==> src/common/cpu_bus_pkg.sv <==
// CPU memory bus shared definitions

package cpu_bus_pkg;

    // --------------------------------------------------
    // widths and positions
    // --------------------------------------------------
    localparam int addr_w      = 32;  // byte address
    localparam int avm_addr_w  = 30;  // avalon word address
    localparam int data_w      = 32;
    localparam int a20_word_bit = 18; // byte address bit 20 seen as a word address bit

    localparam int fault_cnt_w = 8;
    localparam int apb_addr_w  = 4;

    // APB register offsets
    localparam logic [apb_addr_w-1:0] reg_ctrl_addr      = 4'h0;
    localparam logic [apb_addr_w-1:0] reg_fault_cnt_addr = 4'h4;

    // --------------------------------------------------
    // enums
    // --------------------------------------------------
    typedef enum logic {
        op_read,
        op_write
    } mem_op_e;

    typedef enum logic [1:0] {
        ms_idle,   // ready for a new request
        ms_cmd,    // command on the bus
        ms_rdata,  // waiting for readdatavalid
        ms_done    // response pulse
    } master_state_e;

    // --------------------------------------------------
    // structs
    // --------------------------------------------------
    typedef struct packed {
        mem_op_e             op;
        logic [addr_w-1:0]   address;
        logic [2:0]          length;  // 1 to 4 bytes
        logic [data_w-1:0]   data;
    } mem_req_t;

    typedef struct packed {
        logic                done;
        logic [data_w-1:0]   data;    // aligned to byte 0
    } mem_rsp_t;

    typedef struct packed {
        logic a20_enable;
        logic align_check;
    } mem_cfg_t;

    typedef struct packed {
        logic                  psel;
        logic                  penable;
        logic                  pwrite;
        logic [apb_addr_w-1:0] paddr;
        logic [data_w-1:0]     pwdata;
    } apb_req_t;

    typedef struct packed {
        logic [data_w-1:0] prdata;
        logic              pslverr;
    } apb_rsp_t;

endpackage

==> src/logic/bus_ctrl_regs.sv <==
// Bus control register block
`timescale 1ns/1ps

module bus_ctrl_regs (
    input  logic                  clk,
    input  logic                  rst_n,

    input  cpu_bus_pkg::apb_req_t apb_req,
    output cpu_bus_pkg::apb_rsp_t apb_rsp,

    input  logic                  ac_fault,  // one pulse per alignment fault
    output cpu_bus_pkg::mem_cfg_t cfg
);

// --------------------------------------------------
// access decode
// --------------------------------------------------
logic access;
logic wr_en;
logic hit_ctrl;
logic hit_fault_cnt;

logic [cpu_bus_pkg::fault_cnt_w-1:0] fault_cnt;

assign access        = apb_req.psel & apb_req.penable;  // access phase
assign wr_en         = access & apb_req.pwrite;
assign hit_ctrl      = (apb_req.paddr == cpu_bus_pkg::reg_ctrl_addr);
assign hit_fault_cnt = (apb_req.paddr == cpu_bus_pkg::reg_fault_cnt_addr);

// --------------------------------------------------
// CTRL register
// --------------------------------------------------
always_ff @(posedge clk or negedge rst_n) begin
    if (!rst_n) begin
        cfg <= '0;
    end else if (wr_en && hit_ctrl) begin
        cfg.a20_enable  <= apb_req.pwdata[0];
        cfg.align_check <= apb_req.pwdata[1];
    end
end

// FAULT_CNT saturates, any write clears it
always_ff @(posedge clk or negedge rst_n) begin
    if (!rst_n) begin
        fault_cnt <= '0;
    end else if (wr_en && hit_fault_cnt) begin
        fault_cnt <= '0;
    end else if (ac_fault && !(&fault_cnt)) begin
        fault_cnt <= fault_cnt + 1'b1;
    end
end

// --------------------------------------------------
// read data and error
// --------------------------------------------------
always_comb begin
    apb_rsp.prdata  = '0;
    apb_rsp.pslverr = 1'b0;
    if (hit_ctrl) begin
        apb_rsp.prdata[1:0] = {cfg.align_check, cfg.a20_enable};
    end else if (hit_fault_cnt) begin
        apb_rsp.prdata[cpu_bus_pkg::fault_cnt_w-1:0] = fault_cnt;
    end else begin
        apb_rsp.pslverr = access;  // unknown offset
    end
end

endmodule

==> src/logic/cpu_mem_top.sv <==
// CPU memory bus top level
`timescale 1ns/1ps

module cpu_mem_top (
    input  logic                                clk,
    input  logic                                rst_n,

    // configuration port
    input  cpu_bus_pkg::apb_req_t               apb_req,
    output cpu_bus_pkg::apb_rsp_t               apb_rsp,

    // --------------------------------------------------
    // requester
    // --------------------------------------------------
    input  logic                                read_do,
    input  logic [cpu_bus_pkg::addr_w-1:0]      read_address,
    input  logic [2:0]                          read_length,
    output logic                                read_done,
    output logic                                read_ac_fault,
    output logic [cpu_bus_pkg::data_w-1:0]      read_data,

    input  logic                                write_do,
    input  logic [cpu_bus_pkg::addr_w-1:0]      write_address,
    input  logic [2:0]                          write_length,
    input  logic [cpu_bus_pkg::data_w-1:0]      write_data,
    output logic                                write_done,
    output logic                                write_ac_fault,

    // --------------------------------------------------
    // memory bus
    // --------------------------------------------------
    output logic [cpu_bus_pkg::avm_addr_w-1:0]  avm_address,
    output logic [cpu_bus_pkg::data_w-1:0]      avm_writedata,
    output logic [3:0]                          avm_byteenable,
    output logic                                avm_read,
    output logic                                avm_write,
    input  logic                                avm_waitrequest,
    input  logic                                avm_readdatavalid,
    input  logic [cpu_bus_pkg::data_w-1:0]      avm_readdata
);

cpu_bus_pkg::mem_cfg_t cfg;
cpu_bus_pkg::mem_req_t req;
cpu_bus_pkg::mem_rsp_t rsp;
logic                  req_valid;
logic                  req_ready;
logic                  ac_fault;

bus_ctrl_regs i_bus_ctrl_regs (
    .clk       (clk),
    .rst_n     (rst_n),
    .apb_req   (apb_req),
    .apb_rsp   (apb_rsp),
    .ac_fault  (ac_fault),   // fault pulse from arbiter
    .cfg       (cfg)
);

mem_req_arbiter i_mem_req_arbiter (
    .clk            (clk),
    .rst_n          (rst_n),
    .read_do        (read_do),
    .read_address   (read_address),
    .read_length    (read_length),
    .read_done      (read_done),
    .read_ac_fault  (read_ac_fault),
    .read_data      (read_data),
    .write_do       (write_do),
    .write_address  (write_address),
    .write_length   (write_length),
    .write_data     (write_data),
    .write_done     (write_done),
    .write_ac_fault (write_ac_fault),
    .cfg            (cfg),
    .req            (req),
    .req_valid      (req_valid),
    .req_ready      (req_ready),
    .rsp            (rsp),
    .ac_fault       (ac_fault)
);

avalon_master i_avalon_master (
    .clk               (clk),
    .rst_n             (rst_n),
    .cfg               (cfg),
    .req               (req),
    .req_valid         (req_valid),
    .req_ready         (req_ready),
    .rsp               (rsp),
    .avm_address       (avm_address),
    .avm_writedata     (avm_writedata),
    .avm_byteenable    (avm_byteenable),
    .avm_read          (avm_read),
    .avm_write         (avm_write),
    .avm_waitrequest   (avm_waitrequest),
    .avm_readdatavalid (avm_readdatavalid),
    .avm_readdata      (avm_readdata)
);

endmodule

==> src/memory/avalon_master.sv <==
// Avalon-MM bus master
`timescale 1ns/1ps

module avalon_master (
    input  logic                                clk,
    input  logic                                rst_n,

    input  cpu_bus_pkg::mem_cfg_t               cfg,

    input  cpu_bus_pkg::mem_req_t               req,
    input  logic                                req_valid,
    output logic                                req_ready,
    output cpu_bus_pkg::mem_rsp_t               rsp,

    // avalon
    output logic [cpu_bus_pkg::avm_addr_w-1:0]  avm_address,
    output logic [cpu_bus_pkg::data_w-1:0]      avm_writedata,
    output logic [3:0]                          avm_byteenable,
    output logic                                avm_read,
    output logic                                avm_write,
    input  logic                                avm_waitrequest,
    input  logic                                avm_readdatavalid,
    input  logic [cpu_bus_pkg::data_w-1:0]      avm_readdata
);

// --------------------------------------------------
// request registers
// --------------------------------------------------
cpu_bus_pkg::master_state_e state;
cpu_bus_pkg::mem_req_t      cur;      // request in progress
logic                       phase;    // 0 first word, 1 second word
logic                       a20_gate; // a20_enable taken at accept

logic [2*cpu_bus_pkg::data_w-1:0] rd_buf;    // both read words
logic [2*cpu_bus_pkg::data_w-1:0] wide_wdata;
logic [2*cpu_bus_pkg::data_w-1:0] rd_shift;
logic [7:0]                       lane_mask; // bytes over two words
logic [1:0]                       off;
logic                             crossing;
logic                             accept;
logic [cpu_bus_pkg::avm_addr_w-1:0] cmd_word;

assign req_ready = (state == cpu_bus_pkg::ms_idle);
assign accept    = req_valid && req_ready;

// --------------------------------------------------
// word split and byte lanes
// --------------------------------------------------
assign off        = cur.address[1:0];
assign crossing   = (4'(off) + 4'(cur.length)) > 4'd4;
assign lane_mask  = ((8'd1 << cur.length) - 8'd1) << off;
assign wide_wdata = {{cpu_bus_pkg::data_w{1'b0}}, cur.data} << {off, 3'b000};

assign cmd_word = cur.address[cpu_bus_pkg::addr_w-1:2] + cpu_bus_pkg::avm_addr_w'(phase);

always_comb begin
    avm_address = cmd_word;
    if (!a20_gate) avm_address[cpu_bus_pkg::a20_word_bit] = 1'b0;  // A20 masked
end

assign avm_byteenable = phase ? lane_mask[7:4] : lane_mask[3:0];
assign avm_writedata  = phase ? wide_wdata[2*cpu_bus_pkg::data_w-1:cpu_bus_pkg::data_w]
                              : wide_wdata[cpu_bus_pkg::data_w-1:0];

assign avm_read  = (state == cpu_bus_pkg::ms_cmd) && (cur.op == cpu_bus_pkg::op_read);
assign avm_write = (state == cpu_bus_pkg::ms_cmd) && (cur.op == cpu_bus_pkg::op_write);

// --------------------------------------------------
// transfer FSM
// --------------------------------------------------
always_ff @(posedge clk or negedge rst_n) begin
    if (!rst_n) begin
        state    <= cpu_bus_pkg::ms_idle;
        phase    <= 1'b0;
        a20_gate <= 1'b0;
    end else begin
        case (state)
            cpu_bus_pkg::ms_idle: begin
                if (accept) begin
                    state    <= cpu_bus_pkg::ms_cmd;
                    phase    <= 1'b0;
                    a20_gate <= cfg.a20_enable;
                end
            end
            cpu_bus_pkg::ms_cmd: begin
                if (!avm_waitrequest) begin
                    if (cur.op == cpu_bus_pkg::op_read) begin
                        state <= cpu_bus_pkg::ms_rdata;  // one outstanding read
                    end else if (!phase && crossing) begin
                        phase <= 1'b1;
                    end else begin
                        state <= cpu_bus_pkg::ms_done;
                    end
                end
            end
            cpu_bus_pkg::ms_rdata: begin
                if (avm_readdatavalid) begin
                    if (!phase && crossing) begin
                        phase <= 1'b1;
                        state <= cpu_bus_pkg::ms_cmd;
                    end else begin
                        state <= cpu_bus_pkg::ms_done;
                    end
                end
            end
            default: begin  // ms_done
                state <= cpu_bus_pkg::ms_idle;
            end
        endcase
    end
end

// payload capture
always_ff @(posedge clk) begin
    if (accept) cur <= req;
    if (state == cpu_bus_pkg::ms_rdata && avm_readdatavalid) begin
        if (phase) rd_buf[2*cpu_bus_pkg::data_w-1:cpu_bus_pkg::data_w] <= avm_readdata;
        else       rd_buf[cpu_bus_pkg::data_w-1:0] <= avm_readdata;
    end
end

// --------------------------------------------------
// response
// --------------------------------------------------
assign rd_shift = rd_buf >> {off, 3'b000};

always_comb begin
    rsp.done = (state == cpu_bus_pkg::ms_done);
    rsp.data = '0;
    for (int i = 0; i < 4; i++) begin
        if (i < cur.length) rsp.data[8*i +: 8] = rd_shift[8*i +: 8];  // bytes above length stay 0
    end
end

endmodule

==> src/memory/mem_req_arbiter.sv <==
// Memory request arbiter
`timescale 1ns/1ps

module mem_req_arbiter (
    input  logic                                 clk,
    input  logic                                 rst_n,

    // read port
    input  logic                                 read_do,
    input  logic [cpu_bus_pkg::addr_w-1:0]       read_address,
    input  logic [2:0]                           read_length,
    output logic                                 read_done,
    output logic                                 read_ac_fault,
    output logic [cpu_bus_pkg::data_w-1:0]       read_data,

    // write port
    input  logic                                 write_do,
    input  logic [cpu_bus_pkg::addr_w-1:0]       write_address,
    input  logic [2:0]                           write_length,
    input  logic [cpu_bus_pkg::data_w-1:0]       write_data,
    output logic                                 write_done,
    output logic                                 write_ac_fault,

    input  cpu_bus_pkg::mem_cfg_t                cfg,

    // to the bus master
    output cpu_bus_pkg::mem_req_t                req,
    output logic                                 req_valid,
    input  logic                                 req_ready,
    input  cpu_bus_pkg::mem_rsp_t                rsp,

    output logic                                 ac_fault
);

// --------------------------------------------------
// grant and alignment check
// --------------------------------------------------
logic                   busy;           // a request is owned
logic                   fault_pending;  // misaligned, answer locally
logic                   grant;
logic                   next_fault;
cpu_bus_pkg::mem_op_e   owner;
cpu_bus_pkg::mem_req_t  next_req;

// no grant while a done pulse is out, the requester still holds do
assign grant = !busy && !read_done && !write_done && (read_do || write_do);

always_comb begin
    if (write_do) begin  // write wins
        next_req.op      = cpu_bus_pkg::op_write;
        next_req.address = write_address;
        next_req.length  = write_length;
        next_req.data    = write_data;
    end else begin
        next_req.op      = cpu_bus_pkg::op_read;
        next_req.address = read_address;
        next_req.length  = read_length;
        next_req.data    = '0;
    end
end

assign next_fault = cfg.align_check &&
                    ((next_req.length == 3'd2 && next_req.address[0]) ||
                     (next_req.length == 3'd4 && next_req.address[1:0] != 2'b00));

// --------------------------------------------------
// control
// --------------------------------------------------
always_ff @(posedge clk or negedge rst_n) begin
    if (!rst_n) begin
        busy           <= 1'b0;
        owner          <= cpu_bus_pkg::op_read;
        fault_pending  <= 1'b0;
        req_valid      <= 1'b0;
        read_done      <= 1'b0;
        write_done     <= 1'b0;
        read_ac_fault  <= 1'b0;
        write_ac_fault <= 1'b0;
    end else begin
        read_done      <= 1'b0;  // pulses
        write_done     <= 1'b0;
        read_ac_fault  <= 1'b0;
        write_ac_fault <= 1'b0;

        if (grant) begin
            busy  <= 1'b1;
            owner <= next_req.op;
            if (next_fault) fault_pending <= 1'b1;
            else            req_valid     <= 1'b1;
        end

        if (req_valid && req_ready) req_valid <= 1'b0;

        // fault or master response ends the request
        if (fault_pending || rsp.done) begin
            busy          <= 1'b0;
            fault_pending <= 1'b0;
            if (owner == cpu_bus_pkg::op_write) begin
                write_done     <= 1'b1;
                write_ac_fault <= fault_pending;
            end else begin
                read_done     <= 1'b1;
                read_ac_fault <= fault_pending;
            end
        end
    end
end

// payload
always_ff @(posedge clk) begin
    if (grant) req <= next_req;
    if (rsp.done && owner == cpu_bus_pkg::op_read) read_data <= rsp.data;
end

assign ac_fault = read_ac_fault | write_ac_fault;  // to fault counter

endmodule

==> config.mk <==
export PLATFORM = sky130hd
export DESIGN_NAME = cpu_mem_top
export DESIGN_NICKNAME = d
export VERILOG_FILES = /design/src/common/cpu_bus_pkg.sv /design/src/logic/bus_ctrl_regs.sv /design/src/logic/cpu_mem_top.sv /design/src/memory/avalon_master.sv /design/src/memory/mem_req_arbiter.sv
export SDC_FILE = /design/constraint.sdc
export NUM_CORES = 1
export LEC_CHECK = 0
export ABC_AREA = 1
export BUFFER_PORTS_ARGS = -buffer_cell sky130_fd_sc_hd__buf_2
export CORE_AREA = 4 4 175 177
export DETAILED_ROUTE_END_ITERATION = 6
export DIE_AREA = 0 0 179 181
export HOLD_SLACK_MARGIN = 0.15
export PLACE_DENSITY = 0.67
export RECOVER_POWER = 100
export SLEW_MARGIN = 10
export SYNTH_ARGS = -nofsm -noshare
export SYNTH_HDL_FRONTEND = slang
export SYNTH_SLANG_ARGS = --single-unit
==> constraint.sdc <==
create_clock -name clk -period 4.15 [get_ports clk]
set_input_delay 0.2075 -clock clk [delete_from_list [all_inputs] [get_ports clk]]
set_output_delay 0.2075 -clock clk [all_outputs]
set_load 0.03 [all_outputs]
==> results of run 1 <==
[kinds of logic (layout without fill, tap and decap cells)]
kind of cell	count (synthesis)	count (layout)	synth area share
other	1	26	0.000326
XOR/XNOR	26	26	0.0198
multiplexers	9	9	0.00783
buffers and inverters	181	575	0.0698
AO/OA/AOI/OAI	172	172	0.0856
adder cells (fa/ha/maj)	10	10	0.0115
AND/OR/NAND/NOR	487	487	0.173
flip-flops	246	246	0.633
[power breakdown]
| part | internal, mW | switching, mW | total (mW) |
|---|---|---|---|
| logic | 0.858 | 2.41 | 3.27 |
| clock network | 1.28 | 0.960 | 2.24 |
| registers | 3.61 | 0.346 | 3.95 |
| total | 5.74 | 3.71 | 9.46 |
[layout make-up]
class,count,share of cell area
clock inverter,16,0.00892
timing repair buffer,414,0.175
sequential,246,0.480
antenna,2,0.000330
inverter,111,0.0275
multi-input combinational,728,0.230
clock buffer,34,0.0463
tap,390,0.0322
[layout by cell type, fill, tap and decap left out, types with 3 or more instances in the layout]
cell / synthesis / layout
nand2_1: 365 / 366
edfxtp_1: 224 / 224
dlygate4sd3_1: 0 / 144
clkbuf_1: 22 / 138
buf_2: 20 / 134
inv_1: 108 / 107
o21ai_0: 69 / 69
nor2_1: 62 / 64
a21oi_1: 48 / 48
clkbuf_16: 0 / 27
conb_1: 1 / 24
nand3_1: 22 / 22
dfrtp_1: 22 / 22
o22ai_1: 21 / 21
xor2_1: 15 / 15
nor3_1: 11 / 11
xnor2_1: 11 / 11
a31oi_1: 10 / 10
mux2i_1: 9 / 9
ha_1: 9 / 9
clkinv_1: 1 / 8
o221ai_1: 8 / 8
a311oi_1: 8 / 8
nand4_1: 7 / 7
clkinv_2: 0 / 4
nand2_2: 3 / 3
nor2_2: 4 / 3
nor3_2: 3 / 3
buf_4: 26 / 3
[how the worst max path moves through the flow]
stage                                   startpoint                             end  depth (start not counted)
final                      i_avalon_master.cur[36]                avm_writedata[4]                          6
after global routing      i_avalon_master.state[0]         i_avalon_master.cur[39]                          5
after CTS                    i_avalon_master.phase                  avm_address[8]                          7
after detailed placement   i_avalon_master.cur[33]  i_mem_req_arbiter.read_data[7]                          4
after global placement     i_avalon_master.cur[33]  i_mem_req_arbiter.read_data[7]                          4
after floorplan           i_avalon_master.state[0]       i_avalon_master.rd_buf[0]                          4
[layer usage]
layer | share of wire | GRT usage
met5 | 0 | 0
met4 | 0.037 | 0.0685
met3 | 0.065 | 0.0310
met2 | 0.48 | 0.302
met1 | 0.41 | 0.227
[stage by stage]
step | total power, mW | cells | hold slack (ps) | area, um^2
2_1_floorplan | 6.20 | 1155 | -88.1 | 11600
3_3_place_gp | 7.19 | 1745 | 209 | 13100
3_5_place_dp | 7.25 | 1745 | 217 | 13100
4_1_cts | 9.63 | 1939 | 151 | 15400
5_1_grt | 10.0 | 1941 | 225 | 15200
6_report | 9.46 | 1941 | 186 | 15200
[critical path, cell delays in order (launching register included)]
cell	delay, ps
edfxtp_1	630
clkinv_1	160
clkbuf_2	760
a21oi_1	350
o21ai_0	110
o21ai_0	210
clkbuf_1	370
[flip-flops by register name, indices dropped and copies added, names as in the netlist]
register / flops
i_mem_req_arbiter.read_done: 1
i_avalon_master.rd_buf: 56
i_mem_req_arbiter.req_valid: 1
i_avalon_master.cur: 68
i_mem_req_arbiter.write_ac_fault: 1
i_mem_req_arbiter.read_ac_fault: 1
i_mem_req_arbiter.write_done: 1
i_mem_req_arbiter.read_data: 32
i_bus_ctrl_regs.fault_cnt: 8
i_mem_req_arbiter.req: 68
i_mem_req_arbiter.busy: 1
i_avalon_master.a20_gate: 1
i_mem_req_arbiter.owner: 1
i_bus_ctrl_regs.cfg: 2
i_mem_req_arbiter.fault_pending: 1
i_avalon_master.state: 2
i_avalon_master.phase: 1
==> summary.txt, run 1 <==
status: complete, but fails checks
failing checks: capacitance limit, slew limit
Num CTS Buffers: 27
Seq/Total Area, Yosys: 0.633
Synth top cells by count: nand2_1 (365), edfxtp_1 (224), inv_1 (108), o21ai_0 (69), nor2_1 (62)
hold path start: write_address[0]
largest net degree at the start of global routing: 93
kind of launch point of the worst setup path: flip-flop
FILL cells: 2597
Cells after Synth: 1132
max-slew violations: 117
Worst-Margin Slew: 2760 ps
routability cong.: 0.910
final WL: 30000 um
TNS Setup: 0 ps
layout cells sized above 1: 0.125
Post-synth EDFFs: 224
HPWL after detailed placement: 20200 um
Peak VDD IR: 0.456 mV
critical path endpoint category: primary output
final setup margin: 809 ps
final setup violation count: 0
Leakage: 6.34 nW
Mean Syn Cell Area: 10.2 um^2
# DRC: 0
critical path class: flip-flop to primary output
CP required: 3940 ps
reg2reg end: i_avalon_master.cur[39]
fin crit share: 0.805
most common cell in the netlist: nand2_1
synth top area cells: edfxtp_1 (58%), nand2_1 (12%), dfrtp_1 (4.8%)
Port Buf Inserts: 261
final hold viol count: 0
initial core utilization: 0.393
Yosys reg bits: 246
CTS resizes: 0
worst reg2reg setup slack: 880 ps
Die Area: 32400 um^2
sequential cell area: 7280 um^2
Max FO, Critical Path: 75
CTS sink cnt: 246
Worst slew margin: -0.847
Std-Cell Rows: 63
Synth Flop Type: edfxtp_1
fin util: 0.518
fin nets: 1717
antenna violations before repair: 2
clk_lat worst skew: 540 ps
setup bufs post-CTS: 0
top cell type's share of synthesized area: 0.585
first-pass GRT wire length: 46100 um
grt ovf: 0
Reg2Reg Depth: 5
Hold EP: i_mem_req_arbiter.req_valid
DR iter-0 viols: 545
Via density: 4.80
worst r2r src: i_avalon_master.state[0]
arrival time worst endpoint: 3130 ps
PD cells: 624 nW/um^2
vias in the first global route: 9044
drt wl/cell: 15.5 um
Cells on Worst Hold Path: 6
clk buf depth: 3
CTS tree: yes
H-tree depth: 1
Final ANT Viol Nets: 0
All-Layer GR Usage: 0.178
maxcap violations: 3
Root Driver: clkbuf_16
clock-pin slew on the worst setup and hold paths: 60 ps
io pins: 316
unrepaired setup endpoints after global routing: false
yosys warns: 0
clock skew: 20.0 ps
Post-Syn Area: 11500 um^2
post-synth cell types: 44
core area: 29200 um^2
Die Wd: 179 um
dpl ws: 1510 ps
fin crit period: 3340 ps
Via Count: 9321
Hold Path Class: primary input to flip-flop
TritonRoute pass-1 iters: 5
Die H: 181 um
Post-CTS Hold Buffers: 144
Post-synth ARST share: 0.0894
Achievable Freq: 299 MHz
Area Growth Syn to Fin: 31.7%
Synth area leader: edfxtp_1
multi-input combinational cell area: 3480 um^2
No activity file was read; power rests on OpenSTA's default activity.
==> run 2: changes to the inputs <==
--- a/config.mk
+++ b/config.mk
@@ -5,13 +5,13 @@
 export SDC_FILE = /design/constraint.sdc
 export NUM_CORES = 1
 export LEC_CHECK = 0
-export ABC_AREA = 1
+export ABC_AREA = 0
 export BUFFER_PORTS_ARGS = -buffer_cell sky130_fd_sc_hd__buf_2
-export CORE_AREA = 4 4 175 177
+export CORE_AREA = 4 4 174 176
 export DETAILED_ROUTE_END_ITERATION = 6
-export DIE_AREA = 0 0 179 181
+export DIE_AREA = 0 0 178 180
 export HOLD_SLACK_MARGIN = 0.15
-export PLACE_DENSITY = 0.67
+export PLACE_DENSITY = 0.7
 export RECOVER_POWER = 100
 export SLEW_MARGIN = 10
 export SYNTH_ARGS = -nofsm -noshare
==> constraint.sdc (replaced) <==
create_clock -name clk -period 2.9 [get_ports clk]
set_input_delay 0.145 -clock clk [delete_from_list [all_inputs] [get_ports clk]]
set_output_delay 0.145 -clock clk [all_outputs]
set_load 0.03 [all_outputs]
==> run 2 against run 1 <==
Net effect: the flow now finishes without violations; total power is 37% higher; count of clock-buffer cells in the layout is 3 lower; synthesized cell count down 31%; via count is 15% lower; global-route usage is 0.10 points lower; first-iteration DRC count increased by 2.6%; critical endpoint is now avm_writedata[3]; largest power group unchanged.
==> summary.txt, run 2 <==
worst r2r src: i_avalon_master.state[1]
Mean Syn Cell Area: 14.5 um^2 (+42%)
Yosys reg bits: 246 (unchanged)
critical path class: flip-flop to primary output
clock skew: 32.2 ps (+12.2 ps)
final setup violation count: 0 (unchanged)
arrival time worst endpoint: 2570 ps (-560 ps)
grt ovf: 0 (unchanged)
Peak VDD IR: 0.453 mV (-0.80%)
Synth Flop Type: edfxtp_1
commonest non-fill, non-tap cells in the layout: edfxtp_1 (224), dlygate4sd3_1 (149), buf_2 (129)
worst reg2reg setup slack: 440 ps (-440 ps)
placed cell area: 13100 um^2 (-0.13%)
Hold WS: 174 ps (-11.9 ps)
Tot Pwr: 12.9 mW (+37%)
TritonRoute pass-1 iters: 5 (unchanged)
io pins: 316 (unchanged)
NetSw: 4.76 mW (+28%)
layout cells sized above 1: 0.224 (+0.0989)
dpl ws: 519 ps (-986 ps)
CTS sink cnt: 246 (unchanged)
Post-synth ARST share: 0.0894 (unchanged)
Max FO, Critical Path: 60 (-20%)
Die H: 180 um (-0.55%)
Via density: 4.96 (+3.3%)
Worst-Margin Slew: 1250 ps (-1510 ps)
fin util: 0.529 (+0.0108)
vias in the first global route: 8632 (-4.6%)
max-slew violations: 0 (-100%)
Via Count: 7949 (-15%)
fin crit share: 0.937
All-Layer GR Usage: 0.177 (-0.00103)
final hold viol count: 0 (unchanged)
clk buf depth: 3 (unchanged)
drt wl/cell: 18.1 um (+17%)
sequential group share of total power: 0.426 (+0.008)
H-tree depth: 1 (unchanged)
# DRC: 0 (unchanged)
Worst slew margin: 0.164 (+1.01)
Worst path max stage delay: 450 ps (-310 ps)
CP required: 2760 ps (-1180 ps)
switching share of power: 0.369 (-0.0241)
critical path endpoint category: primary output
most common cell in the netlist: edfxtp_1
TNS Setup: 0 ps (unchanged)
Regs by FF count: i_avalon_master.cur x68, i_mem_req_arbiter.req x68, i_avalon_master.rd_buf x56
Port Buf Inserts: 261 (unchanged)
Achievable Freq: 368 MHz
reg2reg end: i_avalon_master.cur[42]
Seq/Total Area, Yosys: 0.641 (+0.00872)
Die Wd: 178 um (-0.56%)
routability cong.: 0.812 (-11%)
commonest non-fill, non-tap cell in the layout: edfxtp_1
fin area: 15100 um^2 (about the same)
Cell Count, Final, Fillers Out: 1602 (-17%)
final WL: 29100 um (-3.2%)
DR iter-0 viols: 559 (+2.6%)
Post-Syn Area: 11300 um^2 (-1.4%)
CTS tree: yes
Clock power frac: 0.228 (-0.008)
clk_lat worst skew: 550 ps (about the same)
fin crit period: 2720 ps
antenna violations before repair: 1 (-1)
Synth top cells by count: edfxtp_1 (224), nand2_1 (51), and2_1 (44), nor2_1 (38), mux2_2 (35)
initial core utilization: 0.396 (+0.00305)
fin nets: 1391 (-19%)
status: completed
Logic pwr share: 0.346 (about the same)
Num CTS Buffers: 26 (-3.7%)
Post-synth EDFFs: 224 (unchanged)
Synth area leader: edfxtp_1
Cells after Synth: 784 (-31%)
Reg2Reg Depth: 5 (unchanged)
Hold EP: i_bus_ctrl_regs.fault_cnt[2]
Pint: 8.15 mW (+42%)
unrepaired setup endpoints after global routing: false
final setup margin: 182 ps (-627 ps)
Leakage: 5.66 nW (-11%)
Std-Cell Rows: 62 (-1.6%)
Hold Path Class: primary input to flip-flop
hold path start: apb_req[35]
clock-pin slew on the worst setup and hold paths: 60 ps (about the same)
Final ANT Viol Nets: 0 (unchanged)
maxcap violations: 0 (-3)
Die Area: 32000 um^2 (-1.1%)
yosys warns: 0 (unchanged)
critical-path cell list: buf_12 > or2_2 > nor2_4 > a22o_1 > clkbuf_1
Cells after DPL: 1408 (-19%)
PD cells: 853 nW/um^2 (+37%)
kind of launch point of the worst setup path: flip-flop
Cells on Worst Hold Path: 5 (-1)
post-synth cell types: 55 (+25%)
HPWL after detailed placement: 19000 um (-6.0%)
largest net degree at the start of global routing: 72 (-23%)
synth top area cells: edfxtp_1 (59%), mux4_2 (6.4%), dfrtp_1 (4.9%)
Root Driver: clkbuf_16
core area: 28600 um^2 (-2.1%)
FILL cells: 2330 (-10%)
top cell type's share of synthesized area: 0.593 (+0.00806)
Area Growth Syn to Fin: 33.5%
first-pass GRT wire length: 45300 um (-1.8%)
Critical-path top delay cell: edfxtp_1
==> run 2: changes by cell type after synthesis, moves of 33 or more <==
cell,delta
inv_1,-93
o21ai_0,-49
mux2_2,+35
nor2b_1,+33
and2_1,+44
nand2_1,-314
==> run 2: kinds of logic after synthesis <==
group | share of synthesized area
flops | 0.641
simple gates | 0.115
mux | 0.126
compound gates | 0.0439
buf+inv | 0.0354
xor+xnor | 0.0255
fa+ha+maj | 0.0117
other cells | 0.000330
==> run 2: layout make-up <==
cell class / count / area, um^2 / area share
Antenna cell: 1 / 2.50 / 0.000165
Clock buffer: 31 / 669 / 0.0442
Clock inverter: 12 / 75.1 / 0.00496
Inverter: 15 / 56.3 / 0.00372
Multi-Input combinational cell: 485 / 3760 / 0.249
Sequential cell: 246 / 7280 / 0.481
Tap cell: 384 / 480 / 0.0317
Timing Repair Buffer: 428 / 2820 / 0.186
==> run 2: repair_timing <==
action | in CTS | in global routing
endpoints found under the hold margin | 160 | 0
buffers inserted | 0 | 1
hold buffers | 149 | 0
setup endpoints to repair | 0 | 3
gates resized for setup | 0 | 1
==> run 2: how the worst max path moves through the flow <==
stage,slack [ps],depth (start not counted),to,start
global placement,560,6,i_avalon_master.state[1],i_avalon_master.cur[32]
floorplan,-510,2,i_mem_req_arbiter.owner,i_mem_req_arbiter.read_done
finish,180,5,avm_writedata[3],i_avalon_master.cur[36]
global route,20,8,avm_address[20],i_avalon_master.phase
CTS,80,6,avm_address[19],i_avalon_master.phase
detailed placement,520,6,i_avalon_master.state[1],i_avalon_master.cur[32]
==> run 2: critical path, delay by kind of cell, from the launching register on <==
| kind | cells | cell delay [ps] |
|---|---|---|
| AOI/OAI and AO/OA | 1 | 240 |
| and+or+nand+nor | 2 | 740 |
| buffers and inverters | 2 | 550 |
| DFF | 1 | 450 |
==> run 2: power groups by stage <==
| stage | combinational (mW) | sequential (mW) | clock (mW) |
|---|---|---|---|
| after floorplan | 2.93 | 5.65 | 0 |
| after global placement | 4.38 | 5.53 | 0 |
| after detailed placement | 4.43 | 5.57 | 0 |
| after CTS | 4.62 | 5.50 | 3.01 |
| after global routing | 4.83 | 5.60 | 3.16 |
| final | 4.46 | 5.51 | 2.94 |
==> run 2: metal layers <==
layer	vias to the layer above	global-route usage	wire length [um]
met5	-	0	0
met4	0	0.0532	850
met3	54	0.0450	2440
met2	333	0.319	14900
met1	3845	0.206	10900
li1	3717	-	-
